[config.mk]
export PLATFORM = sky130hd
export DESIGN_NAME = cmd_response
export DESIGN_NICKNAME = d
export VERILOG_FILES = /design/src/source/hpsdr_pkg.sv /design/src/source/cmd_response.sv
export SDC_FILE = /design/constraint.sdc
export NUM_CORES = 1
export LEC_CHECK = 0
export ABC_CLOCK_PERIOD_IN_PS = 950
export BUFFER_PORTS_ARGS = -buffer_cell sky130_fd_sc_hd__buf_2
export CAP_MARGIN = 20
export CORE_MARGIN = 3
export CORE_UTILIZATION = 44
export DETAILED_ROUTE_END_ITERATION = 8
export GPL_TIMING_DRIVEN = 0
export PLACE_DENSITY_LB_ADDON = 0.2
export RECOVER_POWER = 25
export SETUP_SLACK_MARGIN = 0.5
export SYNTH_ARGS = -nofsm -noshare
export SYNTH_HDL_FRONTEND = slang
export SYNTH_SLANG_ARGS = --single-unit
[constraint.sdc]
create_clock -name clk -period 0.95 [get_ports clk]
set_input_delay 0.19 -clock clk [delete_from_list [all_inputs] [get_ports clk]]
set_output_delay 0.19 -clock clk [all_outputs]
set_load 0.01 [all_outputs]
[src/source/hpsdr_pkg.sv]
// Shared types, frame constants and packer states for the upstream path
package hpsdr_pkg;

  typedef logic [23:0] sample_t;
  typedef logic [7:0]  byte_t;
  typedef logic [10:0] frame_len_t;
  typedef logic [31:0] seq_t;
  typedef logic [47:0] mac_t;

  // Ack byte on top of 32 data bits
  typedef logic [39:0] resp_t;

  typedef logic [5:0]  cmd_addr_t;
  typedef logic [31:0] cmd_data_t;

  localparam frame_len_t DISC_LEN  = 11'd60;
  localparam frame_len_t DATA_LEN  = 11'd1032;
  localparam frame_len_t BLOCK_LEN = 11'd512;

  // Fill that must be exceeded before a data frame may start
  localparam frame_len_t MIN_FRAME_WORDS = 11'd334;

  typedef enum logic [3:0] {
    IDLE,
    DISC_REQ,
    DISC_SEND,
    DATA_REQ,
    DATA_HDR,
    SYNC_RESP,
    RX2,
    RX1,
    RX0,
    MIC1,
    MIC0,
    PAD
  } packer_state_t;

endpackage

[src/source/cmd_response.sv]
// Command capture that forms the echoed response field for data frames
`timescale 1ns/10ps

module cmd_response (
  input  logic                 clk,
  input  logic                 rst_n,
  input  hpsdr_pkg::cmd_addr_t cmd_addr,
  input  hpsdr_pkg::cmd_data_t cmd_data,
  input  logic                 cmd_rqst,
  input  logic                 resp_rqst,
  output hpsdr_pkg::resp_t     resp
);

  logic                 ack;
  logic                 rqst_d;
  logic                 rqst_edge;
  hpsdr_pkg::cmd_addr_t addr_q;
  hpsdr_pkg::cmd_data_t data_q;

  // Packer toggles resp_rqst after each response field
  assign rqst_edge = resp_rqst ^ rqst_d;

  always_ff @(posedge clk or negedge rst_n) begin
    if (!rst_n) begin
      ack    <= 1'b0;
      rqst_d <= 1'b0;
      addr_q <= '0;
      data_q <= '0;
    end else begin
      rqst_d <= resp_rqst;
      if (cmd_rqst) begin
        ack    <= 1'b1;
        addr_q <= cmd_addr;
        data_q <= cmd_data;
      end else if (rqst_edge) begin
        // Acknowledged once, later fields repeat the command without it
        ack <= 1'b0;
      end
    end
  end

  assign resp = {ack, 1'b0, addr_q, data_q};

endmodule

==> results.json <==
{
  "status": "finished, violations left",
  "violations": "negative hold slack, negative setup slack",
  "slew_violations": 0,
  "cp_top_family": "flip-flops",
  "reg2reg_depth": 3,
  "regArea_um2": 1000,
  "grt_util_all_layers": 0.161,
  "dp_cells": 210,
  "period_share": 1.21,
  "peakVddDrop_mv": 1.04,
  "cp_slowest_stage_delay_ns": 0.40,
  "dpl_cell_area_um2": 2010,
  "instances_no_fill": 235,
  "place_ws_ns": 0.0555,
  "synthesis.area_um2": 1540,
  "firstDrtPassIters": 3,
  "arrival_ns": 0.96,
  "initial_core_util": 0.483,
  "tightest_slew_ns": 0.929,
  "ys_ff_latch": 40,
  "coreArea_um2": 3180,
  "yosys_warnings": 0,
  "dr.first_iter.drc_count": 17,
  "routed_wl_um": 3260,
  "critical_path.most_common_cell": "buf_6",
  "path_cells": "buf_6, buf_6",
  "multi_input_area_um2": 508,
  "ff2ff_setup_slack_ns": -0.05,
  "worst_ep_required_time_ns": 0.76,
  "clk_pin_slew_worst_paths_ns": 0.11,
  "layout_common_cells": "buf_2, dfrtp_1, mux2_2",
  "synth_nets": 129,
  "max-clock-path-buffers": 2,
  "cts_tree": "done",
  "portBuffers": 79,
  "pin_count": 82,
  "relSlewSlack": 0.380,
  "via_count": 1055,
  "ys_top_cells_by_area": "dfrtp_1, mux2_2, mux2_4",
  "crit_path_end_kind": "output port",
  "yosys.area.top_type_share": 0.652,
  "die_h_um": 65.1,
  "crit_start": "ack$_DFFE_PN0P_",
  "yosysTopAreaCell": "dfrtp_1",
  "antenna_found_initial": 0,
  "finalHoldViolations": 41,
  "die-width_um": 65.1,
  "grt_pass1_wl_um": 5020,
  "critPathBufInv": 2,
  "r2r-start": "data_q[23]$_DFFE_PN0P_",
  "place_congestion": 0.633,
  "final_common_cell": "buf_2",
  "critPathMaxFanout": 2,
  "finalSetupViolCount": 44,
  "drc": 0,
  "grt_pass1_vias": 1129,
  "endpoint": "resp[39]",
  "n_fill_cell": 241,
  "yosysUniqueCellTypes": 8,
  "skew_ns": 0.0000283,
  "p_per_area_nw_per_um2": 1590,
  "rows": 20,
  "via_per_inst": 4.49,
  "drive_gt1_frac": 0.759,
  "path_class": "flip-flop to output port",
  "r2r-end": "data_q[23]$_DFFE_PN0P_",
  "p_leak_nw": 1.19,
  "diodes": 0,
  "crit_path_start_kind": "flip-flop",
  "wl_per_cell_um": 13.9,
  "layout.nets": 232,
  "grt_max_degree": 41,
  "grt_setup_unrepaired": "yes",
  "hpwl_um": 2180,
  "ant_nets": 0,
  "layout_setup_ws_ns": -0.197,
  "critPathSlowestCell": "dfrtp_1",
  "avgSynthCellArea_um2": 17.6,
  "synth.yosys.seq_area_share": 0.652,
  "synthToLayoutAreaGrowth_pct": 49.8,
  "grt-ovfl-total": 0,
  "ctsHtreeMaxLevel": 2,
  "hold_ws_ns": -0.0258,
  "path_depth": 2,
  "fmax_ghz": 0.872,
  "dieArea_um2": 4230,
  "cts_sinks": 40,
  "design_area_um2": 2300,
  "maxCapViolCount": 0,
  "hold_path.class": "input pin to asynchronous set/reset pin",
  "clkLatencyLatePin_ns": 0.33,
  "finalCriticalPeriod_ns": 1.15,
  "clockRootBuffer": "clkbuf_4",
  "syn_inst": 87,
  "numCtsBuffers": 5
}
through the flow:
step	power [mW]	util	setup TNS [ns]
3_5_place_dp	2.64	0.634	0
5_1_grt	3.88	0.724	-7.06
6_report	3.66	0.724	-4.32
3_3_place_gp	2.62	0.634	0
2_1_floorplan	2.33	-	0
4_1_cts	3.58	0.682	-4.91
synth_stat cells, drive strengths merged:
master	instances
conb	1
buf	6
dfrtp	40
xnor2	1
mux2	38
a21o	1
registers in the layout (all words and copies together), names as in the netlist:
signal  cells
data_q     32
addr_q      6
ack         1
rqst_d      1
cells by family after synthesis:
logic type | share of synthesized area
flip-flops | 0.652
other | 0.00244
XOR/XNOR | 0.00571
AO/OA/AOI/OAI | 0.00489
buffers and inverters | 0.0342
multiplexers | 0.301
what timing repair did:
item,4_1_cts,5_1_grt
endpoints found under the hold margin,41,41
setup buffers,9,8
gates resized for setup,7,18
endpoints found under the setup margin,118,78
pin swaps,1,2
how the worst min path moves through the flow:
stage / start / endpoint / slack, ns / depth (start not counted)
2_1_floorplan: rst_n / ack$_DFFE_PN0P_ / -0.11 / 0
6_report: rst_n / data_q[25]$_DFFE_PN0P_ / -0.03 / 1
3_3_place_gp: rst_n / data_q[25]$_DFFE_PN0P_ / 0.33 / 1
3_5_place_dp: resp_rqst / rqst_d$_DFF_PN0_ / 0.33 / 1
5_1_grt: resp_rqst / rqst_d$_DFF_PN0_ / -0.03 / 1
4_1_cts: rst_n / data_q[25]$_DFFE_PN0P_ / -0.20 / 1
per-layer routing:
layer,share of wire,GRT usage
met1,0.37,0.174
met2,0.52,0.273
met3,0.099,0.0797
met4,0.0068,0.0544
met5,0,0
cell type report:
class                           count  share of cell area
Buffer                              6              0.0354
Clock buffer                        8              0.0256
Multi-Input combinational cell     41               0.221
Sequential cell                    40               0.435
Tap cell                           44              0.0239
Timing Repair Buffer               96               0.259
power by group:
part / leakage, nW / switching (mW) / internal, mW
logic: 0.686 / 0.316 / 0.524
registers: 0.467 / 0.0913 / 1.87
clock network: 0.0326 / 0.490 / 0.366
worst register-to-register path: stages, from the launching register on:
cell and delay [ns]:
dfrtp_1 0.42, buf_6 0.12, buf_6 0.10, mux2_4 0.26
Power figures use the tool's default switching activity.
