`src/source/hpsdr_pkg.sv`:
```
// Shared types, frame constants and packer states for the upstream path
package hpsdr_pkg;

  typedef logic [23:0] sample_t;
  typedef logic [7:0]  byte_t;
  typedef logic [10:0] frame_len_t;
  typedef logic [31:0] seq_t;
  typedef logic [47:0] mac_t;

  // Ack byte on top of 32 data bits
  typedef logic [39:0] resp_t;

  typedef logic [5:0]  cmd_addr_t;
  typedef logic [31:0] cmd_data_t;

  localparam frame_len_t DISC_LEN  = 11'd60;
  localparam frame_len_t DATA_LEN  = 11'd1032;
  localparam frame_len_t BLOCK_LEN = 11'd512;

  // Fill that must be exceeded before a data frame may start
  localparam frame_len_t MIN_FRAME_WORDS = 11'd334;

  typedef enum logic [3:0] {
    IDLE,
    DISC_REQ,
    DISC_SEND,
    DATA_REQ,
    DATA_HDR,
    SYNC_RESP,
    RX2,
    RX1,
    RX0,
    MIC1,
    MIC0,
    PAD
  } packer_state_t;

endpackage

```
`src/source/udp_tx_framer.sv`:
```
// Transmit framer granting packer requests and emitting a valid/last byte stream
`timescale 1ns/10ps

module udp_tx_framer (
  input  logic                  clk,
  input  logic                  rst_n,
  input  logic                  udp_tx_request,
  input  hpsdr_pkg::frame_len_t udp_tx_length,
  input  hpsdr_pkg::byte_t      udp_tx_data,
  output logic                  udp_tx_enable,
  output hpsdr_pkg::byte_t      m_tdata,
  output logic                  m_tvalid,
  output logic                  m_tlast,
  input  logic                  m_tready
);

  typedef enum logic [1:0] {
    TX_IDLE,
    TX_GRANT,
    TX_SEND
  } framer_state_t;

  framer_state_t         state;
  hpsdr_pkg::frame_len_t len_q;
  hpsdr_pkg::frame_len_t cnt;

  assign udp_tx_enable = (state == TX_GRANT);

  // Packer updates its byte register every cycle of the frame
  assign m_tdata = udp_tx_data;

  always_ff @(posedge clk) begin
    if (state == TX_IDLE) begin
      len_q <= udp_tx_length;
    end
  end

  always_ff @(posedge clk or negedge rst_n) begin
    if (!rst_n) begin
      state    <= TX_IDLE;
      cnt      <= '0;
      m_tvalid <= 1'b0;
      m_tlast  <= 1'b0;
    end else begin
      case (state)
        TX_IDLE: begin
          if (udp_tx_request && m_tready) state <= TX_GRANT;
        end
        TX_GRANT: begin
          state    <= TX_SEND;
          cnt      <= 11'd1;
          m_tvalid <= 1'b1;
          m_tlast  <= (len_q == 11'd1);
        end
        TX_SEND: begin
          if (m_tlast) begin
            state    <= TX_IDLE;
            m_tvalid <= 1'b0;
            m_tlast  <= 1'b0;
          end else begin
            cnt     <= cnt + 11'd1;
            m_tlast <= (cnt + 11'd1 == len_q);
          end
        end
        default: state <= TX_IDLE;
      endcase
    end
  end

  // Downstream committed to the frame once it was granted
  a_ready_in_frame: assert property (@(posedge clk) disable iff (!rst_n)
    state == TX_SEND |-> m_tready);

endmodule

```
`config.mk`:
```
export PLATFORM = sky130hd
export DESIGN_NAME = udp_tx_framer
export DESIGN_NICKNAME = d
export VERILOG_FILES = /design/src/source/hpsdr_pkg.sv /design/src/source/udp_tx_framer.sv
export SDC_FILE = /design/constraint.sdc
export NUM_CORES = 1
export LEC_CHECK = 0
export BUFFER_PORTS_ARGS = -buffer_cell sky130_fd_sc_hd__buf_4
export CAP_MARGIN = 30
export CORE_MARGIN = 5
export CORE_UTILIZATION = 35
export DETAILED_ROUTE_END_ITERATION = 6
export PLACE_DENSITY = 0.51
export SYNTH_ARGS = -nofsm -noshare
export SYNTH_HDL_FRONTEND = slang
export SYNTH_SLANG_ARGS = --single-unit
export TNS_END_PERCENT = 100
```
`constraint.sdc`:
```
create_clock -name clk -period 5.07 [get_ports clk]
set_input_delay 1.521 -clock clk [delete_from_list [all_inputs] [get_ports clk]]
set_output_delay 1.521 -clock clk [all_outputs]
set_load 0.01 [all_outputs]
```
==> flow_summary.yaml, run 1 <==
pwr:
  power.leakage_uw: 0.000636
  p_per_area_nw_per_um2: 448
  ir_drop_v: 0.000200
  total_power_uw: 777
yosys:
  synth_nets: 191
  synth_seq_cells: 26
  synth_cell_types: 43
  synthCells: 164
  synth_adder_area_share_pct: 3.13
  syn_area_um2: 1600
  synth_compound_area_share_pct: 19.8
  ys_warn_count: 0
  yosys.area_share.simple_pct: 15.3
  ys_async_sr_fraction_pct: 57.7
  synth.mux.area_fraction_pct: 0.704
  ys_seq_area_share_pct: 44.1
  synth_edf_count: 11
  synth_xor_area_share_pct: 9.15
  syn_area_per_cell_um2: 9.76
  synth-main-ff-cell: "dfrtp_1"
  synth_top_family_by_area: "compound AO/OA/AOI/OAI gates"
clock_network:
  ctsHoldBuffers: 0
  cts_resized: 0
  clk_pin_slew_ps: 90
  cts_tree: "yes"
  clockBufferDepth: 2
  cts_max_level: 1
  cts_sinks: 26
  cts_root_buf: "clkbuf_8"
  clock_latency_ps: 280
  cts_buffers: 3
  cts_setup_buffers: 0
cells_and_area:
  drive_gt1_share_pct: 14.2
  final_cell_mix: "18 x o21ai_0, 17 x buf_4, 15 x dfrtp_1"
  layout.nets: 197
  layout_commonest_cell: "o21ai_0"
  nFillCells: 443
  syn_to_final_growth_pct: 8.44
  antenna_cells: 0
critical_path:
  crit_path_max_fanout: 1
  worstSetupStartpointType: "input port"
  crit_path_end_kind: "primary output"
  required_ps: 3550
  arrival_ps: 1520
  crit_type: "input port to primary output"
die:
  dieWidth_um: 77.6
  dieHeight_um: 77.6
  io_pins: 34
  die_area_um2: 6020
  row_count: 24
  initial_core_util_pct: 36.5
  core_um2: 4380
routing:
  antenna_left: 0
  initialDrtViolationCount: 63
  vias_per_cell: 5.51
  route.detailed.drc: 0
  dr.pass1.iters: 4
  wire_per_inst_um: 15.3
  drt-total-wl_um: 3370
  vias: 1218
sta:
  timing.setup.tns_ps: 0
  skew_ps: 4.83
  maxSlewViolCount: 0
  setup_viol: 0
  slew_headroom_pct: 48.4
  post-route-period-util_pct: 60.0
  period_needed_ps: 3040
  max_freq_ghz: 0.329
  grt_setup_unrepaired: "false"
  worstMarginPinSlew_ps: 773
  timing_hold_violations_final: 0
global_routing:
  grt_pass1_vias: 1193
  gr-usage-all-layers_pct: 11.7
  grt_overflow: 0
  grt_pass1_wl_um: 5730
  use_met1_pct: 16.2
  grt_max_degree: 16
  use_met2_pct: 17.7
  grt.busiest_layer: "met2"
  grt_use_met3_pct: 1.97
  antenna_found_initial: 0
run_status:
  status: "completed"
flow_run:
  cap_violations: 0
place:
  port_buffers: 17
  place_hpwl_um: 2530
  place.gp.congestion: 0.826
hold_path:
  min_path_type: "flop to flop"
-- flip-flops by register name, summed over array words and instances (netlist names) --
name      cells
state         2
cnt          11
m_tlast       1
len_q        11
m_tvalid      1
-- cell type report --
type / instances / area, um2 / share of cell area (%)
clock inverters: 1 / 3.75 / 0.216
flip-flops and latches: 26 / 706 / 40.7
well taps: 52 / 65.1 / 3.75
repair buffers: 17 / 128 / 7.35
clock buffers: 3 / 41.3 / 2.38
multi-input cells: 116 / 769 / 44.3
inverters: 6 / 22.5 / 1.30
-- logic make-up after synthesis --
group	after synthesis
buf+inv	22
simple gates	48
fa+ha+maj	4
compound gates	48
flops	26
mux	1
xor+xnor	15
-- routing by layer --
layer	part of all wire, %	vias to the layer above
li1	-	611
met1	48	563
met2	46	35
met3	4.9	9
met4	1.6	0
met5	0	-
-- stage by stage --
step           utilization (%)  hold slack (ps)  cells  instance area (um2)  setup WS, ps
2_1_floorplan                -              491    164                 1600          1910
3_3_place_gp              38.6              518    217                 1690          2030
3_5_place_dp              38.6              530    217                 1690          2030
4_1_cts                   39.6              552    221                 1740          2030
5_1_grt                   39.6              577    221                 1740          2030
6_report                  39.6              544    221                 1740          2030
-- worst paths after layout --
check,start,end,slack [ps],depth (start not counted)
min in group asynchronous,rst_n,cnt[10],1090,1
max in group asynchronous,rst_n,cnt[0],3800,1
worst min-delay path,state[1],state[1],540,1
worst max-delay path,udp_tx_data[2],m_tdata[2],2030,0
worst max register to register,cnt[0],m_tlast,2620,6
worst min register to register,state[1],state[1],540,1
-- synthesized netlist by cell type, drive strengths merged (5+ instances only) --
master / number / area (um2)
nor3: 5 / 25.0
xnor2: 9 / 78.8
o21ai: 18 / 90.1
nor2: 10 / 37.5
nand3: 7 / 40.0
xor2: 5 / 43.8
inv: 6 / 22.5
nand2: 10 / 37.5
buf: 14 / 95.1
edfxtp: 11 / 330
dfrtp: 15 / 375
a21oi: 8 / 40.0
nor4: 5 / 31.3
-- power by group --
group | internal (uW) | total, uW | switching [uW] | leakage, uW
logic | 134 | 300 | 166 | 0.000308
registers | 287 | 354 | 67.6 | 0.000305
clock network | 54.4 | 123 | 68.1 | 0.0000231
Power figures use the tool's default switching activity.
==> inputs of run 2 (changes only) <==
ABC_AREA = 1   (was not set)
PLACE_DENSITY = 0.52   (was 0.51)
clock period = 2.9 ns   (was 5.07 ns; I/O delays follow)
==> flow_summary.yaml, run 2 <==
yosys:
  syn_area_um2: 1520
  synth_nets: 213
  synth-main-ff-cell: "dfrtp_1"
  synth_seq_cells: 26
  synthCells: 186
  post-synth-top-area-fraction_pct: 24.7
  ys_async_sr_fraction_pct: 57.7
  yosysMostFrequentCell: "nand2_1"
  ys_seq_area_share_pct: 46.5
  ys_warn_count: 0
  synth_edf_count: 11
  synth_top_area_cell: "dfrtp_1"
  synth_area_leaders: "dfrtp_1 25%, edfxtp_1 22%, nand2_1 12%, nand3_1 6.9%, inv_1 6.7%"
  synth_commonest_cells: "48 x nand2_1, 27 x inv_1, 21 x nand3_1, 15 x dfrtp_1, 14 x nor2_1"
  syn_area_per_cell_um2: 8.16
  synth_cell_types: 27
routing:
  route.detailed.drc: 0
  wire_per_inst_um: 13.4
  vias_per_cell: 5.00
  initialDrtViolationCount: 71
  drt-total-wl_um: 3330
  dr.pass1.iters: 4
  antenna_left: 0
  vias: 1246
sta:
  setup_viol: 0
  period_needed_ps: 1950
  skew_ps: 4.87
  max_freq_ghz: 0.513
  grt_setup_unrepaired: "false"
  timing.setup.tns_ps: 0
  maxSlewViolCount: 0
  timing_hold_violations_final: 0
  slew_headroom_pct: 62.1
  worstMarginPinSlew_ps: 567
  post-route-period-util_pct: 67.3
  fin_ws_ps: 949
  holdWs_ps: 436
clock_network:
  clockBufferDepth: 2
  cts_resized: 0
  clock_latency_ps: 270
  cts_sinks: 26
  clk_pin_slew_ps: 90
  ctsHoldBuffers: 0
  cts_buffers: 3
  cts_root_buf: "clkbuf_8"
  cts_max_level: 1
  cts_tree: "yes"
  cts_setup_buffers: 0
critical_path:
  reg2reg_depth: 12
  crit_path_max_fanout: 3
  arrival_ps: 1080
  max_stage_delay_ps: 380
  worstSetupStartpointType: "flop"
  slowest_stage: "dfrtp_1"
  required_ps: 2030
  crit_path_end_kind: "primary output"
  crit_type: "flop to primary output"
  path_cells: "inv_1 -> ha_1 -> buf_4"
die:
  core_um2: 4290
  die_area_um2: 5750
  io_pins: 34
  row_count: 24
  initial_core_util_pct: 35.3
  dieHeight_um: 75.9
  dieWidth_um: 75.9
pwr:
  power.leakage_uw: 0.000814
  seqPwrFrac_pct: 62.5
  comb_power_share_pct: 2.9
  clockPowerShare_pct: 34.6
  p_sw_share_pct: 20.1
  p_per_area_nw_per_um2: 365
  ir_drop_v: 0.000262
  p_int_uw: 490
  switching_power_uw: 124
cells_and_area:
  top_regs: "cnt (11), len_q (11), state (2)"
  layout.nets: 225
  final_core_util_pct: 39.1
  final_cell_area_um2: 1680
  syn_to_final_growth_pct: 10.7
  layout_commonest_cell: "nand2_1"
  final_cell_mix: "48 x nand2_1, 27 x inv_1, 21 x nand3_1"
  drive_gt1_share_pct: 15.7
  antenna_cells: 0
global_routing:
  grt_pass1_wl_um: 5430
  antenna_found_initial: 0
  gr-usage-all-layers_pct: 12.6
  grt_overflow: 0
  grt_pass1_vias: 1269
  grt_max_degree: 17
place:
  placed_cell_area_um2: 1640
  place_hpwl_um: 2640
  pre_cts_ws_ps: 975
  port_buffers: 17
  place.gp.congestion: 0.842
flow_run:
  cap_violations: 0
hold_path:
  min_path_type: "input port to async pin"
run_status:
  status: "completed"
run 2: path summary, 6_finish.rpt:
path                            startpoint  slack (ps)            end
min in group clk                  state[1]         540       state[1]
worst min-delay path                 rst_n         440         cnt[5]
worst max-delay path              state[1]         950  udp_tx_enable
max in group asynchronous            rst_n        2280       state[0]
worst max register to register    state[0]         960        m_tlast
worst min register to register    state[1]         540       state[1]
run 2: layout make-up:
| class | instances | area, um2 |
|---|---|---|
| clock buffer | 3 | 41.3 |
| timing repair buffer | 17 | 128 |
| sequential | 26 | 706 |
| fill | 458 | 2610 |
| inverter | 27 | 101 |
| clock inverter | 1 | 3.75 |
| multi-input combinational | 123 | 636 |
| tap | 52 | 65.1 |
run 2: routing by layer:
metal	GRT usage [%]	vias up	part of all wire, %
li1	-	628	-
met1	15.1	579	44
met2	21.5	30	49
met3	2.11	9	4.6
met4	6.60	0	2.2
met5	0	-	0
run 2: power by group through the flow:
stage | combinational [uW] | sequential [uW] | clock [uW]
finish | 18.1 | 384 | 212
global route | 20.6 | 384 | 225
CTS | 18.7 | 384 | 215
global placement | 18.2 | 391 | 0
floorplan | 11.4 | 391 | 0
detailed placement | 18.7 | 391 | 0
run 2: logic make-up (layout without fill, tap and decap cells):
family | Yosys count | in the layout | share of synthesized area (%)
AOI/OAI and AO/OA | 18 | 18 | 7.01
adders and majority gates | 4 | 4 | 3.30
buffers and inverters | 37 | 48 | 11.6
DFF | 26 | 26 | 46.5
and+or+nand+nor | 101 | 101 | 31.6
run 2: worst max-delay path, delay by kind of cell (launching register included):
kind | cells | cell delay [ps]
adder cells (fa/ha/maj) | 1 | 200
buffers and inverters | 2 | 220
flip-flops | 1 | 380
run 2: per-stage QoR:
step | total power, uW | instances
global route | 630 | 249
CTS | 617 | 249
floorplan | 403 | 186
finish | 614 | 249
global placement | 410 | 245
detailed placement | 410 | 245
