--- src/source/hpsdr_pkg.sv ---
// Shared types, frame constants and packer states for the upstream path
package hpsdr_pkg;

  typedef logic [23:0] sample_t;
  typedef logic [7:0]  byte_t;
  typedef logic [10:0] frame_len_t;
  typedef logic [31:0] seq_t;
  typedef logic [47:0] mac_t;

  // Ack byte on top of 32 data bits
  typedef logic [39:0] resp_t;

  typedef logic [5:0]  cmd_addr_t;
  typedef logic [31:0] cmd_data_t;

  localparam frame_len_t DISC_LEN  = 11'd60;
  localparam frame_len_t DATA_LEN  = 11'd1032;
  localparam frame_len_t BLOCK_LEN = 11'd512;

  // Fill that must be exceeded before a data frame may start
  localparam frame_len_t MIN_FRAME_WORDS = 11'd334;

  typedef enum logic [3:0] {
    IDLE,
    DISC_REQ,
    DISC_SEND,
    DATA_REQ,
    DATA_HDR,
    SYNC_RESP,
    RX2,
    RX1,
    RX0,
    MIC1,
    MIC0,
    PAD
  } packer_state_t;

endpackage

--- src/source/upstream_packer.sv ---
// Upstream packer building discovery replies and 1032-byte IQ data frames
`timescale 1ns/10ps

module upstream_packer #(
  parameter hpsdr_pkg::byte_t NR        = 8'd4,
  parameter hpsdr_pkg::byte_t SERIAL_NO = 8'd0
) (
  input  logic                  clk,
  input  logic                  rst_n,
  input  logic                  run,
  input  logic                  have_ip,
  input  logic                  discovery,
  input  logic                  idhermeslite,
  input  hpsdr_pkg::mac_t       mac,
  input  logic                  udp_tx_enable,
  output logic                  udp_tx_request,
  output hpsdr_pkg::frame_len_t udp_tx_length,
  output hpsdr_pkg::byte_t      udp_tx_data,
  input  hpsdr_pkg::sample_t    us_tdata,
  input  logic                  us_tlast,
  input  logic                  us_tvalid,
  output logic                  us_tready,
  input  hpsdr_pkg::frame_len_t us_tlength,
  input  hpsdr_pkg::resp_t      resp,
  output logic                  resp_rqst
);

  hpsdr_pkg::packer_state_t state, state_next, blk_exit;
  hpsdr_pkg::frame_len_t    byte_no, byte_no_next, len_next, pos;
  hpsdr_pkg::byte_t         data_next;
  hpsdr_pkg::seq_t          seq, seq_next;
  logic [8:0]               round_len, round_len_next, blk_pos;
  logic                     resp_rqst_next;
  logic                     disc_pend;
  logic                     start_data;
  logic                     blk_end;
  logic                     in_block;

  // byte_no counts the bytes left after the one being loaded
  assign pos      = udp_tx_length - 11'd1 - byte_no;
  assign blk_pos  = 9'(hpsdr_pkg::BLOCK_LEN - 11'd1) - byte_no[8:0];
  assign blk_end  = (byte_no[8:0] == 9'd0);
  assign blk_exit = byte_no[9] ? hpsdr_pkg::SYNC_RESP : hpsdr_pkg::IDLE;

  assign start_data = run && have_ip && us_tvalid &&
                      (us_tlength > hpsdr_pkg::MIN_FRAME_WORDS);

  assign udp_tx_request = (state == hpsdr_pkg::DISC_REQ) || (state == hpsdr_pkg::DATA_REQ);
  assign us_tready      = (state == hpsdr_pkg::RX0);
  assign in_block       = state inside {hpsdr_pkg::RX2, hpsdr_pkg::RX1, hpsdr_pkg::RX0,
                                        hpsdr_pkg::MIC1, hpsdr_pkg::MIC0, hpsdr_pkg::PAD};

  always_comb begin
    state_next     = state;
    byte_no_next   = byte_no;
    data_next      = udp_tx_data;
    len_next       = udp_tx_length;
    seq_next       = seq;
    round_len_next = round_len;
    resp_rqst_next = resp_rqst;

    case (state)
      hpsdr_pkg::IDLE: begin
        if (disc_pend || discovery) begin
          len_next   = hpsdr_pkg::DISC_LEN;
          state_next = hpsdr_pkg::DISC_REQ;
        end else if (start_data) begin
          len_next   = hpsdr_pkg::DATA_LEN;
          state_next = hpsdr_pkg::DATA_REQ;
        end
      end

      hpsdr_pkg::DISC_REQ: begin
        data_next    = 8'hef;
        byte_no_next = hpsdr_pkg::DISC_LEN - 11'd2;
        if (udp_tx_enable) state_next = hpsdr_pkg::DISC_SEND;
      end

      hpsdr_pkg::DISC_SEND: begin
        byte_no_next = byte_no - 11'd1;
        case (pos)
          11'd1:   data_next = 8'hfe;
          11'd2:   data_next = run ? 8'h03 : 8'h02;
          11'd3:   data_next = mac[47:40];
          11'd4:   data_next = mac[39:32];
          11'd5:   data_next = mac[31:24];
          11'd6:   data_next = mac[23:16];
          11'd7:   data_next = mac[15:8];
          11'd8:   data_next = mac[7:0];
          11'd9:   data_next = SERIAL_NO;
          11'd10:  data_next = "H";
          11'd11:  data_next = "E";
          11'd12:  data_next = "R";
          11'd13:  data_next = "M";
          11'd14:  data_next = "E";
          11'd15:  data_next = "S";
          11'd16:  data_next = "L";
          11'd17:  data_next = "T";
          11'd18:  data_next = NR;
          default: data_next = idhermeslite ? 8'h06 : 8'h01;
        endcase
        if (byte_no == '0) state_next = hpsdr_pkg::IDLE;
      end

      hpsdr_pkg::DATA_REQ: begin
        data_next    = 8'hef;
        byte_no_next = hpsdr_pkg::DATA_LEN - 11'd2;
        if (udp_tx_enable) state_next = hpsdr_pkg::DATA_HDR;
      end

      hpsdr_pkg::DATA_HDR: begin
        byte_no_next = byte_no - 11'd1;
        case (pos[2:0])
          3'd1:    data_next = 8'hfe;
          3'd2:    data_next = 8'h01;
          3'd3:    data_next = 8'h06;
          3'd4:    data_next = seq[31:24];
          3'd5:    data_next = seq[23:16];
          3'd6:    data_next = seq[15:8];
          3'd7: begin
            data_next  = seq[7:0];
            seq_next   = seq + 32'd1;
            state_next = hpsdr_pkg::SYNC_RESP;
          end
          default: data_next = 8'h00;
        endcase
      end

      hpsdr_pkg::SYNC_RESP: begin
        byte_no_next   = byte_no - 11'd1;
        round_len_next = '0;
        case (blk_pos)
          9'd0, 9'd1, 9'd2: data_next = 8'h7f;
          9'd3:    data_next = resp[39:32];
          9'd4:    data_next = resp[31:24];
          9'd5:    data_next = resp[23:16];
          9'd6:    data_next = resp[15:8];
          9'd7: begin
            data_next      = resp[7:0];
            resp_rqst_next = ~resp_rqst;
            state_next     = hpsdr_pkg::RX2;
          end
          default: data_next = 8'h00;
        endcase
      end

      hpsdr_pkg::RX2: begin
        byte_no_next   = byte_no - 11'd1;
        round_len_next = round_len + 9'd1;
        data_next      = us_tdata[23:16];
        state_next     = blk_end ? blk_exit : hpsdr_pkg::RX1;
      end

      hpsdr_pkg::RX1: begin
        byte_no_next   = byte_no - 11'd1;
        round_len_next = round_len + 9'd1;
        data_next      = us_tdata[15:8];
        state_next     = blk_end ? blk_exit : hpsdr_pkg::RX0;
      end

      // Low byte goes out and the word is popped
      hpsdr_pkg::RX0: begin
        byte_no_next   = byte_no - 11'd1;
        round_len_next = round_len + 9'd1;
        data_next      = us_tdata[7:0];
        if (blk_end) begin
          state_next = blk_exit;
        end else begin
          state_next = us_tlast ? hpsdr_pkg::MIC1 : hpsdr_pkg::RX2;
        end
      end

      hpsdr_pkg::MIC1: begin
        byte_no_next   = byte_no - 11'd1;
        round_len_next = round_len + 9'd1;
        data_next      = 8'h00;
        state_next     = blk_end ? blk_exit : hpsdr_pkg::MIC0;
      end

      hpsdr_pkg::MIC0: begin
        byte_no_next   = byte_no - 11'd1;
        round_len_next = '0;
        data_next      = 8'h00;
        if (blk_end) begin
          state_next = blk_exit;
        end else if (byte_no[8:0] > round_len + 9'd1) begin
          // Room left for a round of the same length
          state_next = hpsdr_pkg::RX2;
        end else begin
          state_next = hpsdr_pkg::PAD;
        end
      end

      hpsdr_pkg::PAD: begin
        byte_no_next = byte_no - 11'd1;
        data_next    = 8'h00;
        if (blk_end) state_next = blk_exit;
      end

      default: state_next = hpsdr_pkg::IDLE;
    endcase
  end

  always_ff @(posedge clk) begin
    udp_tx_data <= data_next;
  end

  always_ff @(posedge clk or negedge rst_n) begin
    if (!rst_n) begin
      state         <= hpsdr_pkg::IDLE;
      byte_no       <= '0;
      udp_tx_length <= '0;
      seq           <= '0;
      round_len     <= '0;
      resp_rqst     <= 1'b0;
      disc_pend     <= 1'b0;
    end else begin
      state         <= state_next;
      byte_no       <= byte_no_next;
      udp_tx_length <= len_next;
      round_len     <= round_len_next;
      resp_rqst     <= resp_rqst_next;
      seq           <= run ? seq_next : '0;
      // Holds a discovery pulse that lands mid-frame
      if (state == hpsdr_pkg::DISC_REQ) begin
        disc_pend <= 1'b0;
      end else if (discovery) begin
        disc_pend <= 1'b1;
      end
    end
  end

  // Last byte of a block comes from the mic bytes or the padding, never mid-round
  a_block_exit: assert property (@(posedge clk) disable iff (!rst_n)
    in_block && blk_end |-> (state == hpsdr_pkg::MIC0 || state == hpsdr_pkg::PAD));

endmodule

--- config.mk ---
export PLATFORM = sky130hd
export DESIGN_NAME = upstream_packer
export DESIGN_NICKNAME = d
export VERILOG_FILES = /design/src/source/hpsdr_pkg.sv /design/src/source/upstream_packer.sv
export SDC_FILE = /design/constraint.sdc
export NUM_CORES = 1
export LEC_CHECK = 0
export BUFFER_PORTS_ARGS = -buffer_cell sky130_fd_sc_hd__buf_2
export CAP_MARGIN = 20
export CORE_MARGIN = 4
export CORE_UTILIZATION = 46
export DETAILED_ROUTE_END_ITERATION = 10
export HOLD_SLACK_MARGIN = 0.03
export PLACE_DENSITY = 0.69
export SLEW_MARGIN = 30
export SYNTH_ARGS = -nofsm -noshare
export SYNTH_HDL_FRONTEND = slang
export SYNTH_SLANG_ARGS = --single-unit
--- constraint.sdc ---
create_clock -name clk -period 4 [get_ports clk]
set_input_delay 0 -clock clk [delete_from_list [all_inputs] [get_ports clk]]
set_output_delay 0 -clock clk [all_outputs]
set_load 0.02 [all_outputs]
==> out/metrics.csv, run 1 <==
stage,metric,value,unit
worst_setup_path,max incr delay on CP,600,ps
global_routing,GRT Util Overall,0.271,
logic_synthesis,Avg Synthesized Cell Area,8.06,um^2
global_routing,pin count of the biggest net entering global routing,47,
worst_setup_path,Critical Path Start,round_len[0]$_DFFE_PN0P_,
logic_synthesis,"Seq/Total Area, Yosys",0.295,
power_and_ir_drop,Power per Cell Area,762,nW/um^2
logic_synthesis,Yosys reg bits,69,
logic_synthesis,Synth Instances,743,
logic_synthesis,post-synthesis compound-gate area fraction,0.280,
worst_setup_path,CP arrival,3430,ps
route,Vias,6503,
route,top routing layer in use,met4,
die,Die Area,14900,um^2
worst_setup_path,Worst Setup End Kind,flop,
sta,Setup Total Neg Slack,0,ps
logic_synthesis,asr flop ratio synth,0.884,
clock_tree,Post-CTS Hold Buffers,3,
clock_tree,TritonCTS clock tree,built,
worst_setup_path,CP Class,flop to flop,
worst_setup_path,R2R Path End,state[0]$_DFFE_PN0P_,
logic_synthesis,Synth Area in Adders,0.0430,
sta,f_max,317,MHz
logic_synthesis,post-synthesis mux area share,0.0242,
worst_setup_path,Buf/Inv on CP,0,
logic_synthesis,synth unique cells,78,
power_and_ir_drop,Lkg Pwr,0.00309,uW
placement,Final HPWL DP,15000,um
sta,clock period minus worst slack,3150,ps
logic_synthesis,yosys synthesis warning count,0,
route,metal3 WL,1620,um
worst_setup_path,Most common cell on crit path,ha_1,
worst_setup_path,"Cell Chain, Critical Path","ha_1, and3_1, nand3_1, xor2_1, ha_1, a21o_1, or4b_2, o221ai_1, a211oi_1, or3_1, a31oi_1",
placement,Area after DPL,6790,um^2
route,first drt pass iteration count,6,
worst_setup_path,Top delay family on crit path,simple AND/OR/NAND/NOR gates,
outcome,status,completed,
worst_setup_path,Worst path depth,11,
cells_and_area,fillcell total,1171,
cells_and_area,Inserted Diodes,0,
sta,Worst slew margin,0.370,
logic_synthesis,"Cell Area, Synth",5990,um^2
clock_tree,# Post-CTS Setup Buffers,0,
clock_tree,CTS Buf Count,9,
route,total routed wirelength,20200,um
route,met2 wire length,9820,um
clock_tree,Worst-path clk slew,60,ps
placement,Placed Cells,1021,
die,core box area,12700,um^2
cells_and_area,nets,1015,
job,maxcap violations,0,
sta,Final Cycle Share,0.789,
route,Avg Vias per Cell,6.25,
worst_setup_path,R2R Setup Slk,850,ps
cells_and_area,Final Non-Filler Cells,1040,
route,starting DRC count in detailed routing,764,
placement,GP Congestion,0.985,
worst_setup_path,startpoint types,flop,
route,DRC,0,
logic_synthesis,Post-synth EDFFs,8,
sta,worst slew pin tran,945,ps
worst_setup_path,CP max-delay cell,or4b_2,
worst_setup_path,Crit Path Max Fanout,4,
worst_setup_path,worst r2r src,round_len[0]$_DFFE_PN0P_,
worst_setup_path,reg2reg path depth,11,
logic_synthesis,top cell type's share of synthesized area,0.255,
logic_synthesis,cell taking the most area after synthesis,dfrtp_1,
worst_setup_path,Crit path required time,4270,ps
sta,Final Setup Violations,0,
sta,"Slew Viols, Final",0,
power_and_ir_drop,Peak VDD IR,0.308,mV
clock_tree,post-cts gate resize count,0,
sta,worst hold slack,74.5,ps
die,die width,122,um
die,Die H,122,um
clock_tree,worst skew pair latency,350,ps
clock_tree,Clock Path Buffers,2,
die,io pins,154,
logic_synthesis,xor/xnor share of the synthesized area,0.0585,
worst_hold_path,HP Class,input pin to flop,
sta,final hold viol count,0,
global_routing,vias in the first global route,6177,
route,met1 wire length,8160,um
sta,RSZ-0062 raised after global routing,no,
logic_synthesis,Synth area leaders,"dfrtp_1 25%, o21ai_0 5.7%, a21oi_1 5.5%, edfxtp_1 4.0%, ha_1 4.0%",
placement,Port Buffers,147,
cells_and_area,share of cells above drive strength 1,0.225,
clock_tree,clock root cell,clkbuf_16,
clock_tree,H-tree Lvls,3,
logic_synthesis,largest family of logic cells by synthesized area,compound AO/OA/AOI/OAI gates,
die,Row Count,41,
clock_tree,Sink Count,69,
logic_synthesis,Synth Area in Simple Gates,0.238,
worst_setup_path,CP Capture Point,state[0]$_DFFE_PN0P_,
route,wire per inst,19.4,um
global_routing,global route total overflow,0,
route,Final ANT Viol Nets,0,
global_routing,first-pass GRT wire length,31900,um
logic_synthesis,main flop type after synthesis,dfrtp_1,
cells_and_area,"Design Area, Final",7130,um^2
cells_and_area,synth-to-layout area growth,19.0,%
power_and_ir_drop,Power Total,5440,uW
die,initial core utilization,0.473,
global_routing,initial antenna violation count,0,
sta,clock skew,7.46,ps
report_power, final:
part / switching [uW] / internal (uW)
sequential: 192 / 884
combinational: 2250 / 1260
clock: 346 / 505
total: 2790 / 2650
layout make-up:
| type | instances | area (um^2) | share of cell area |
|---|---|---|---|
| inverter | 24 | 90.1 | 0.0126 |
| clock inverter | 6 | 68.8 | 0.00965 |
| tap | 172 | 215 | 0.0302 |
| multi-input combinational | 596 | 3880 | 0.545 |
| clock buffer | 10 | 239 | 0.0335 |
| timing repair buffer | 163 | 863 | 0.121 |
| sequential | 69 | 1770 | 0.248 |
logic make-up (layout without fill, tap and decap cells):
group,count (synthesis),after routing
AO/OA/AOI/OAI,256,256
adder cells (fa/ha/maj),20,20
buffers and inverters,83,203
multiplexers,14,14
AND/OR/NAND/NOR,260,260
other,1,6
XOR/XNOR,40,40
flip-flops,69,69
layer usage:
layer,vias to the layer above,GRT usage
li1,3023,-
met1,3129,0.350
met2,307,0.452
met3,44,0.0478
met4,0,0.108
met5,-,0
worst reg2reg max path: stages, from the launching register on:
cell and delay [ps]:
dfrtp_1 400, ha_1 240, and3_1 220, nand3_1 110, xor2_1 200, ha_1 270
a21o_1 170, or4b_2 600, o221ai_1 290, a211oi_1 90, or3_1 330, a31oi_1 160
registers in the layout, indices dropped and copies added (netlist names):
name	cells
round_len	9
disc_pend	1
resp_rqst	1
udp_tx_length	3
byte_no	11
state	4
seq	32
udp_tx_data	8
through the flow:
stage	setup WS [ps]	utilization
global route	593	0.563
detailed placement	848	0.536
finish	845	0.563
floorplan	962	-
global placement	946	0.536
CTS	826	0.563
worst min path at each step:
stage	startpoint	to	slack [ps]	depth (start not counted)
2_1_floorplan	rst_n	byte_no[0]$_DFFE_PN0P_	-300	0
3_3_place_gp	rst_n	byte_no[10]$_DFFE_PN0P_	-70	1
3_5_place_dp	rst_n	byte_no[10]$_DFFE_PN0P_	-60	1
4_1_cts	mac[7]	udp_tx_data[7]$_DFFE_PP_	70	3
5_1_grt	mac[5]	udp_tx_data[5]$_DFFE_PP_	100	3
6_report	mac[7]	udp_tx_data[7]$_DFFE_PP_	70	3
synth_stat cells (all sizes together) (14+ instances only):
master	count
and3	18
xor2	18
nand2b	14
clkbuf	43
a21oi	66
dfrtp	61
a211oi	15
nor2b	14
nor3	16
and2	25
nand3	40
buf	16
nor2	33
inv	24
xnor2	22
nand2	56
o21ai	68
ha	19
cells in the final DEF, fill, tap and decap left out, types with 8 or more instances in the layout:
| cell | instances |
|---|---|
| nor3_1 | 15 |
| a211oi_1 | 14 |
| dfrtp_1 | 61 |
| and3_1 | 18 |
| nand2_1 | 56 |
| nor2b_1 | 14 |
| nand4_1 | 9 |
| clkbuf_16 | 9 |
| xnor2_1 | 22 |
| nor2_1 | 32 |
| o211ai_1 | 8 |
| edfxtp_1 | 8 |
| inv_1 | 24 |
| buf_4 | 13 |
| mux2i_1 | 10 |
| nand3_1 | 39 |
| a222oi_1 | 13 |
| a22oi_1 | 13 |
| buf_2 | 147 |
| or3_1 | 8 |
| nand2b_1 | 14 |
| ha_1 | 19 |
| o21ai_0 | 68 |
| and2_1 | 24 |
| xor2_1 | 18 |
| a21oi_1 | 66 |
| a31oi_1 | 9 |
Power figures use the tool's default switching activity.
==> run 2, diff against run 1 <==
ABC_AREA = 1   (was not set)
PLACE_DENSITY = 0.71   (was 0.69)
clock period = 2.9 ns   (was 4 ns; I/O delays follow)
==> out/metrics.csv, run 2 <==
stage,metric,value,unit
route,Vias,6979,
global_routing,vias in the first global route,6543,
sta,"Slew Viols, Final",0,
power_and_ir_drop,sequential power share,0.214,
route,first drt pass iteration count,5,
global_routing,GRT Util Overall,0.269,
cells_and_area,share of cells above drive strength 1,0.219,
logic_synthesis,most instantiated library cell after synthesis,nand2_1,
clock_tree,CTS Buf Count,9,
logic_synthesis,"Cell Area, Synth",6140,um^2
logic_synthesis,Yosys reg bits,69,
cells_and_area,register name with the most flops,seq,
worst_setup_path,CP max-delay cell,dfrtp_1,
worst_setup_path,reg2reg path depth,16,
power_and_ir_drop,Power per Cell Area,883,nW/um^2
worst_setup_path,Worst Setup End Kind,flop,
global_routing,pin count of the biggest net entering global routing,28,
sta,Final Cycle Share,0.928,
placement,Port Buffers,147,
logic_synthesis,yosys synthesis warning count,0,
clock_tree,worst skew pair latency,350,ps
cells_and_area,"most common cell after layout, fill and taps aside",nand2_1,
worst_setup_path,worst r2r src,byte_no[5]$_DFFE_PN0P_,
route,Avg Vias per Cell,5.47,
sta,final worst-path setup slack,209,ps
sta,final hold viol count,0,
global_routing,global route total overflow,0,
worst_setup_path,Buf/Inv on CP,3,
worst_setup_path,Worst path depth,16,
worst_setup_path,CP Class,flop to flop,
sta,clock period minus worst slack,2690,ps
sta,RSZ-0062 raised after global routing,no,
power_and_ir_drop,internal power,3320,uW
sta,f_max,372,MHz
sta,worst slew pin tran,675,ps
placement,Placement Setup Slack,62.9,ps
route,wire per inst,16.0,um
worst_setup_path,startpoint types,flop,
route,DRC,0,
sta,Setup Total Neg Slack,0,ps
cells_and_area,nets,1250,
die,Die Area,15300,um^2
clock_tree,TritonCTS clock tree,built,
cells_and_area,Inserted Diodes,0,
worst_setup_path,Crit path required time,2990,ps
route,starting DRC count in detailed routing,774,
worst_hold_path,HP Class,input pin to flop,
die,Row Count,41,
logic_synthesis,main flop type after synthesis,dfrtp_1,
cells_and_area,Regs by FF count,"seq (32), byte_no (11), round_len (9)",
power_and_ir_drop,switching pwr,3320,uW
worst_setup_path,Most common cell on crit path,nand2_1,
worst_setup_path,CP Capture Point,udp_tx_data[4]$_DFFE_PP_,
worst_setup_path,R2R Setup Slk,210,ps
placement,Final HPWL DP,16500,um
worst_setup_path,Crit Path Max Fanout,15,
clock_tree,Sink Count,69,
logic_synthesis,Synth area leaders,"dfrtp_1 25%, nand2_1 14%, inv_1 7.6%, nand3_1 7.2%, nor2_1 5.8%",
power_and_ir_drop,Peak VDD IR,0.434,mV
die,initial core utilization,0.478,
worst_hold_path,worst min-delay path startpoint,mac[3],
global_routing,initial antenna violation count,0,
logic_synthesis,Synth Instances,939,
die,Die H,123,um
worst_setup_path,R2R Path End,udp_tx_data[4]$_DFFE_PP_,
worst_setup_path,Critical Path Start,byte_no[5]$_DFFE_PN0P_,
logic_synthesis,cell taking the most area after synthesis,dfrtp_1,
logic_synthesis,asr flop ratio synth,0.884,
die,die width,123,um
power_and_ir_drop,Sw Ratio,0.500,
cells_and_area,synth-to-layout area growth,22.6,%
job,maxcap violations,0,
cells_and_area,"commonest non-fill, non-tap cells in the layout","234 x nand2_1, 147 x buf_2, 124 x inv_1",
sta,Final Setup Violations,0,
worst_setup_path,"Cell Chain, Critical Path","inv_1, ha_1, a21oi_1, nand2_1, nand3_1, nand2_2, nand2_2, nor2_4, buf_12, nand2_1, inv_2, nand2_1, nand3_1, nand3b_1, o21ai_2, nand2_1",
worst_hold_path,Hold Path Cell Cnt,5,
power_and_ir_drop,Clk pwr share,0.193,
outcome,status,completed,
logic_synthesis,Avg Synthesized Cell Area,6.53,um^2
clock_tree,Clock Path Buffers,2,
cells_and_area,Largest register FFs,32,
global_routing,first-pass GRT wire length,32100,um
clock_tree,H-tree Lvls,3,
clock_tree,Worst-path clk slew,60,ps
route,Final ANT Viol Nets,0,
worst_setup_path,max incr delay on CP,420,ps
logic_synthesis,"Seq/Total Area, Yosys",0.288,
logic_synthesis,Synth top cells by count,"237 x nand2_1, 124 x inv_1, 95 x nor2_1",
route,total routed wirelength,20400,um
power_and_ir_drop,Lkg Pwr,0.00370,uW
logic_synthesis,synth unique cells,56,
sta,clock skew,9.29,ps
power_and_ir_drop,combinational share of power,0.593,
worst_setup_path,Top delay family on crit path,simple AND/OR/NAND/NOR gates,
die,core box area,12800,um^2
placement,GP Congestion,0.993,
die,io pins,154,
clock_tree,clock root cell,clkbuf_16,
logic_synthesis,Post-synth EDFFs,8,
sta,Worst slew margin,0.549,
logic_synthesis,top cell type's share of synthesized area,0.249,
worst_setup_path,CP arrival,2780,ps
==> run 2: repair_timing <==
action / 4_1_cts / 5_1_grt
resized for setup: 0 / 17
hold endpoints to repair: 20 / 0
setup endpoints to repair: 0 / 11
buffers inserted: 0 / 3
hold buffers: 2 / 0
==> run 2: metrics by stage <==
stage	instances	util	power [uW]	hold slack, ps	area (um^2)
2_1_floorplan	944	-	4110	-296	6150
3_3_place_gp	1253	0.550	5090	-36.0	7050
3_5_place_dp	1253	0.550	5110	-30.5	7050
4_1_cts	1271	0.578	6410	31.4	7410
5_1_grt	1275	0.586	7170	76.0	7520
6_report	1275	0.586	6640	31.7	7520
==> run 2: worst min-delay path, cell delays in order <==
cell,delay [ps]
buf_2,70
nand2_1,40
nand3_1,70
nand2_1,50
nand2_1,50
==> run 2: power groups by stage <==
| stage | Clock [uW] | Combinational (uW) | Sequential (uW) |
|---|---|---|---|
| finish | 1280 | 3940 | 1420 |
| global route | 1340 | 4390 | 1450 |
| CTS | 1300 | 3700 | 1420 |
| detailed placement | 0 | 3680 | 1430 |
| global placement | 0 | 3660 | 1430 |
| floorplan | 0 | 2640 | 1470 |
==> run 2: logic make-up after synthesis <==
kind of cell,Yosys count,share of synthesized area
adders and majority gates,20,0.0420
other,1,0.000611
buffers and inverters,159,0.105
xor gates and xnor gates,13,0.0186
AOI/OAI and AO/OA,169,0.167
DFF,69,0.288
and+or+nand+nor,508,0.378
==> run 2: how the worst min path moves through the flow <==
stage	end
3_5_place_dp	state[3]$_DFFE_PN0P_
5_1_grt	udp_tx_data[7]$_DFFE_PP_
2_1_floorplan	byte_no[0]$_DFFE_PN0P_
4_1_cts	udp_tx_data[3]$_DFFE_PP_
3_3_place_gp	state[3]$_DFFE_PN0P_
6_report	udp_tx_data[3]$_DFFE_PP_
==> run 2: routing by layer <==
layer	wire length [um]	vias up	GRT usage
met3	1520	47	0.0489
li1	-	3450	-
met1	8560	3184	0.347
met2	9680	298	0.442
met5	0	-	0
met4	624	0	0.113
==> run 2: area by class of cell <==
cell class	instances	area [um^2]
Fill cell	1300	5300
Inverter	140	526
Timing Repair Buffer	161	858
Tap cell	172	215
Clock buffer	10	229
Sequential cell	69	1770
Clock inverter	6	110
Multi-Input combinational cell	717	3810
==> run 3, diff against run 2 <==
ABC_AREA = not set   (was 1)
PLACE_DENSITY = 0.72   (was 0.71)
==> out/metrics.csv, run 3 (synthesis results as in run 1) <==
stage,metric,value,unit
worst_setup_path,CP arrival,3120,ps
sta,Setup Total Neg Slack,0,ps
worst_hold_path,Hold Path Cell Cnt,3,
worst_setup_path,Critical Path Start,round_len[1]$_DFFE_PN0P_,
sta,clock period minus worst slack,2850,ps
clock_tree,Clock Path Buffers,2,
cells_and_area,nets,1060,
cells_and_area,Regs by FF count,"seq (32), byte_no (11), round_len (9)",
placement,GP Congestion,0.916,
global_routing,pin count of the biggest net entering global routing,37,
worst_setup_path,R2R Path End,state[0]$_DFFE_PN0P_,
cells_and_area,Final Non-Filler Cells,1085,
worst_setup_path,Crit path required time,3180,ps
clock_tree,Worst-path clk slew,70,ps
cells_and_area,Largest register FFs,32,
global_routing,first-pass GRT wire length,32400,um
route,Avg Vias per Cell,6.07,
route,Final ANT Viol Nets,0,
route,wire per inst,18.8,um
cells_and_area,register name with the most flops,seq,
cells_and_area,Register Area,1770,um^2
sta,Final Cycle Share,0.981,
route,Vias,6584,
die,die width,122,um
worst_setup_path,startpoint types,flop,
clock_tree,H-tree Lvls,3,
cells_and_area,multi-input logic area,3940,um^2
placement,Final HPWL DP,15400,um
route,total routed wirelength,20400,um
clock_tree,Sink Count,69,
worst_setup_path,CP Class,flop to flop,
route,first drt pass iteration count,5,
sta,clock skew,9.46,ps
die,Row Count,41,
die,initial core utilization,0.473,
worst_setup_path,Crit Path Max Fanout,3,
worst_setup_path,R2R Setup Slk,50,ps
die,core box area,12700,um^2
global_routing,initial antenna violation count,0,
worst_setup_path,worst r2r src,round_len[1]$_DFFE_PN0P_,
route,DRC,0,
clock_tree,TritonCTS clock tree,built,
cells_and_area,"commonest non-fill, non-tap cells in the layout","147 x buf_2, 68 x o21ai_0, 65 x a21oi_1",
clock_tree,clock root cell,clkbuf_16,
global_routing,GRT Util Overall,0.277,
sta,f_max,351,MHz
cells_and_area,synth-to-layout area growth,26.0,%
placement,Port Buffers,147,
clock_tree,CTS Buf Count,9,
sta,Final Setup Violations,0,
sta,"Slew Viols, Final",0,
worst_setup_path,reg2reg path depth,11,
worst_hold_path,HP Class,input pin to flop,
sta,final hold viol count,0,
route,starting DRC count in detailed routing,657,
job,maxcap violations,0,
clock_tree,worst skew pair latency,360,ps
die,Die Area,14900,um^2
sta,RSZ-0062 raised after global routing,yes,
sta,worst slew pin tran,782,ps
global_routing,vias in the first global route,6294,
worst_setup_path,CP Capture Point,state[0]$_DFFE_PN0P_,
die,Die H,122,um
placement,Placed Cells,1058,
cells_and_area,share of cells above drive strength 1,0.272,
power_and_ir_drop,Power per Cell Area,1070,nW/um^2
power_and_ir_drop,Peak VDD IR,0.620,mV
cells_and_area,"most common cell after layout, fill and taps aside",buf_2,
global_routing,global route total overflow,0,
sta,Worst slew margin,0.472,
cells_and_area,fillcell total,1207,
outcome,status,completed,
power_and_ir_drop,Lkg Pwr,0.00332,uW
worst_setup_path,Worst Setup End Kind,flop,
cells_and_area,Inserted Diodes,0,
die,io pins,154,
## run 3: cell count changes in the layout (fill, tap and decap cells not counted), sizes merged, moves of 17 or more
cell	before	now
nand2	246	56
nor2	111	33
and2	0	25
buf	159	203
and3	1	18
a21oi	49	66
inv	138	27
nand3	94	40
xnor2	2	22
## run 3: metrics by stage
step	utilization	cell area, um^2	total power [uW]	setup WS (ps)	hold slack, ps
after global placement	0.562	7130	6600	56.7	-171
after CTS	0.592	7500	7870	26.8	105
after global routing	0.596	7550	8660	-76.6	119
after detailed placement	0.562	7130	6670	-21.2	-170
after floorplan	-	6030	4960	9.08	-296
final	0.596	7550	8080	54.5	107
## run 3: critical path: stages, from the launching register on
cell and delay (ps):
dfrtp_1 370, ha_2 190, and3_4 200, nand3_2 80, xor2_1 160, ha_1 300
a21o_1 180, or4b_4 500, o221ai_4 220, a211oi_1 60, or3_1 330, a31oi_1 160
## run 3: area by class of cell
cell class              count  share of cell area
multi-input cells         596               0.521
clock buffers               9              0.0298
flip-flops and latches     69               0.234
clock inverters             7             0.00928
well taps                 172              0.0285
repair buffers            208               0.165
inverters                  24              0.0119
## run 3: worst min-delay path by stage
stage            from                        to
2_1_floorplan   rst_n    byte_no[0]$_DFFE_PN0P_
3_3_place_gp    rst_n    byte_no[8]$_DFFE_PN0P_
4_1_cts        mac[5]  udp_tx_data[5]$_DFFE_PP_
3_5_place_dp    rst_n    byte_no[6]$_DFFE_PN0P_
5_1_grt        mac[5]  udp_tx_data[5]$_DFFE_PP_
6_report       mac[5]  udp_tx_data[5]$_DFFE_PP_
## run 3: routing by layer
| metal | vias up | global-route usage | share of wire |
|---|---|---|---|
| met2 | 322 | 0.446 | 0.48 |
| li1 | 3115 | - | - |
| met3 | 47 | 0.0548 | 0.078 |
| met4 | 0 | 0.116 | 0.034 |
| met5 | - | 0 | 0 |
| met1 | 3100 | 0.363 | 0.41 |
## run 3: repair_timing
action	4_1_cts	5_1_grt
buffers inserted	2	4
hold buffers	5	0
pin swaps	2	8
resized for setup	1	7
endpoints found under the setup margin	1	7
endpoints found under the hold margin	64	0
## run 3: power by group
| group | total [uW] | internal, uW | switching, uW |
|---|---|---|---|
| Combinational | 5580 | 2200 | 3380 |
| Clock | 1100 | 601 | 504 |
| Sequential | 1400 | 1220 | 180 |
| Total | 8080 | 4020 | 4060 |
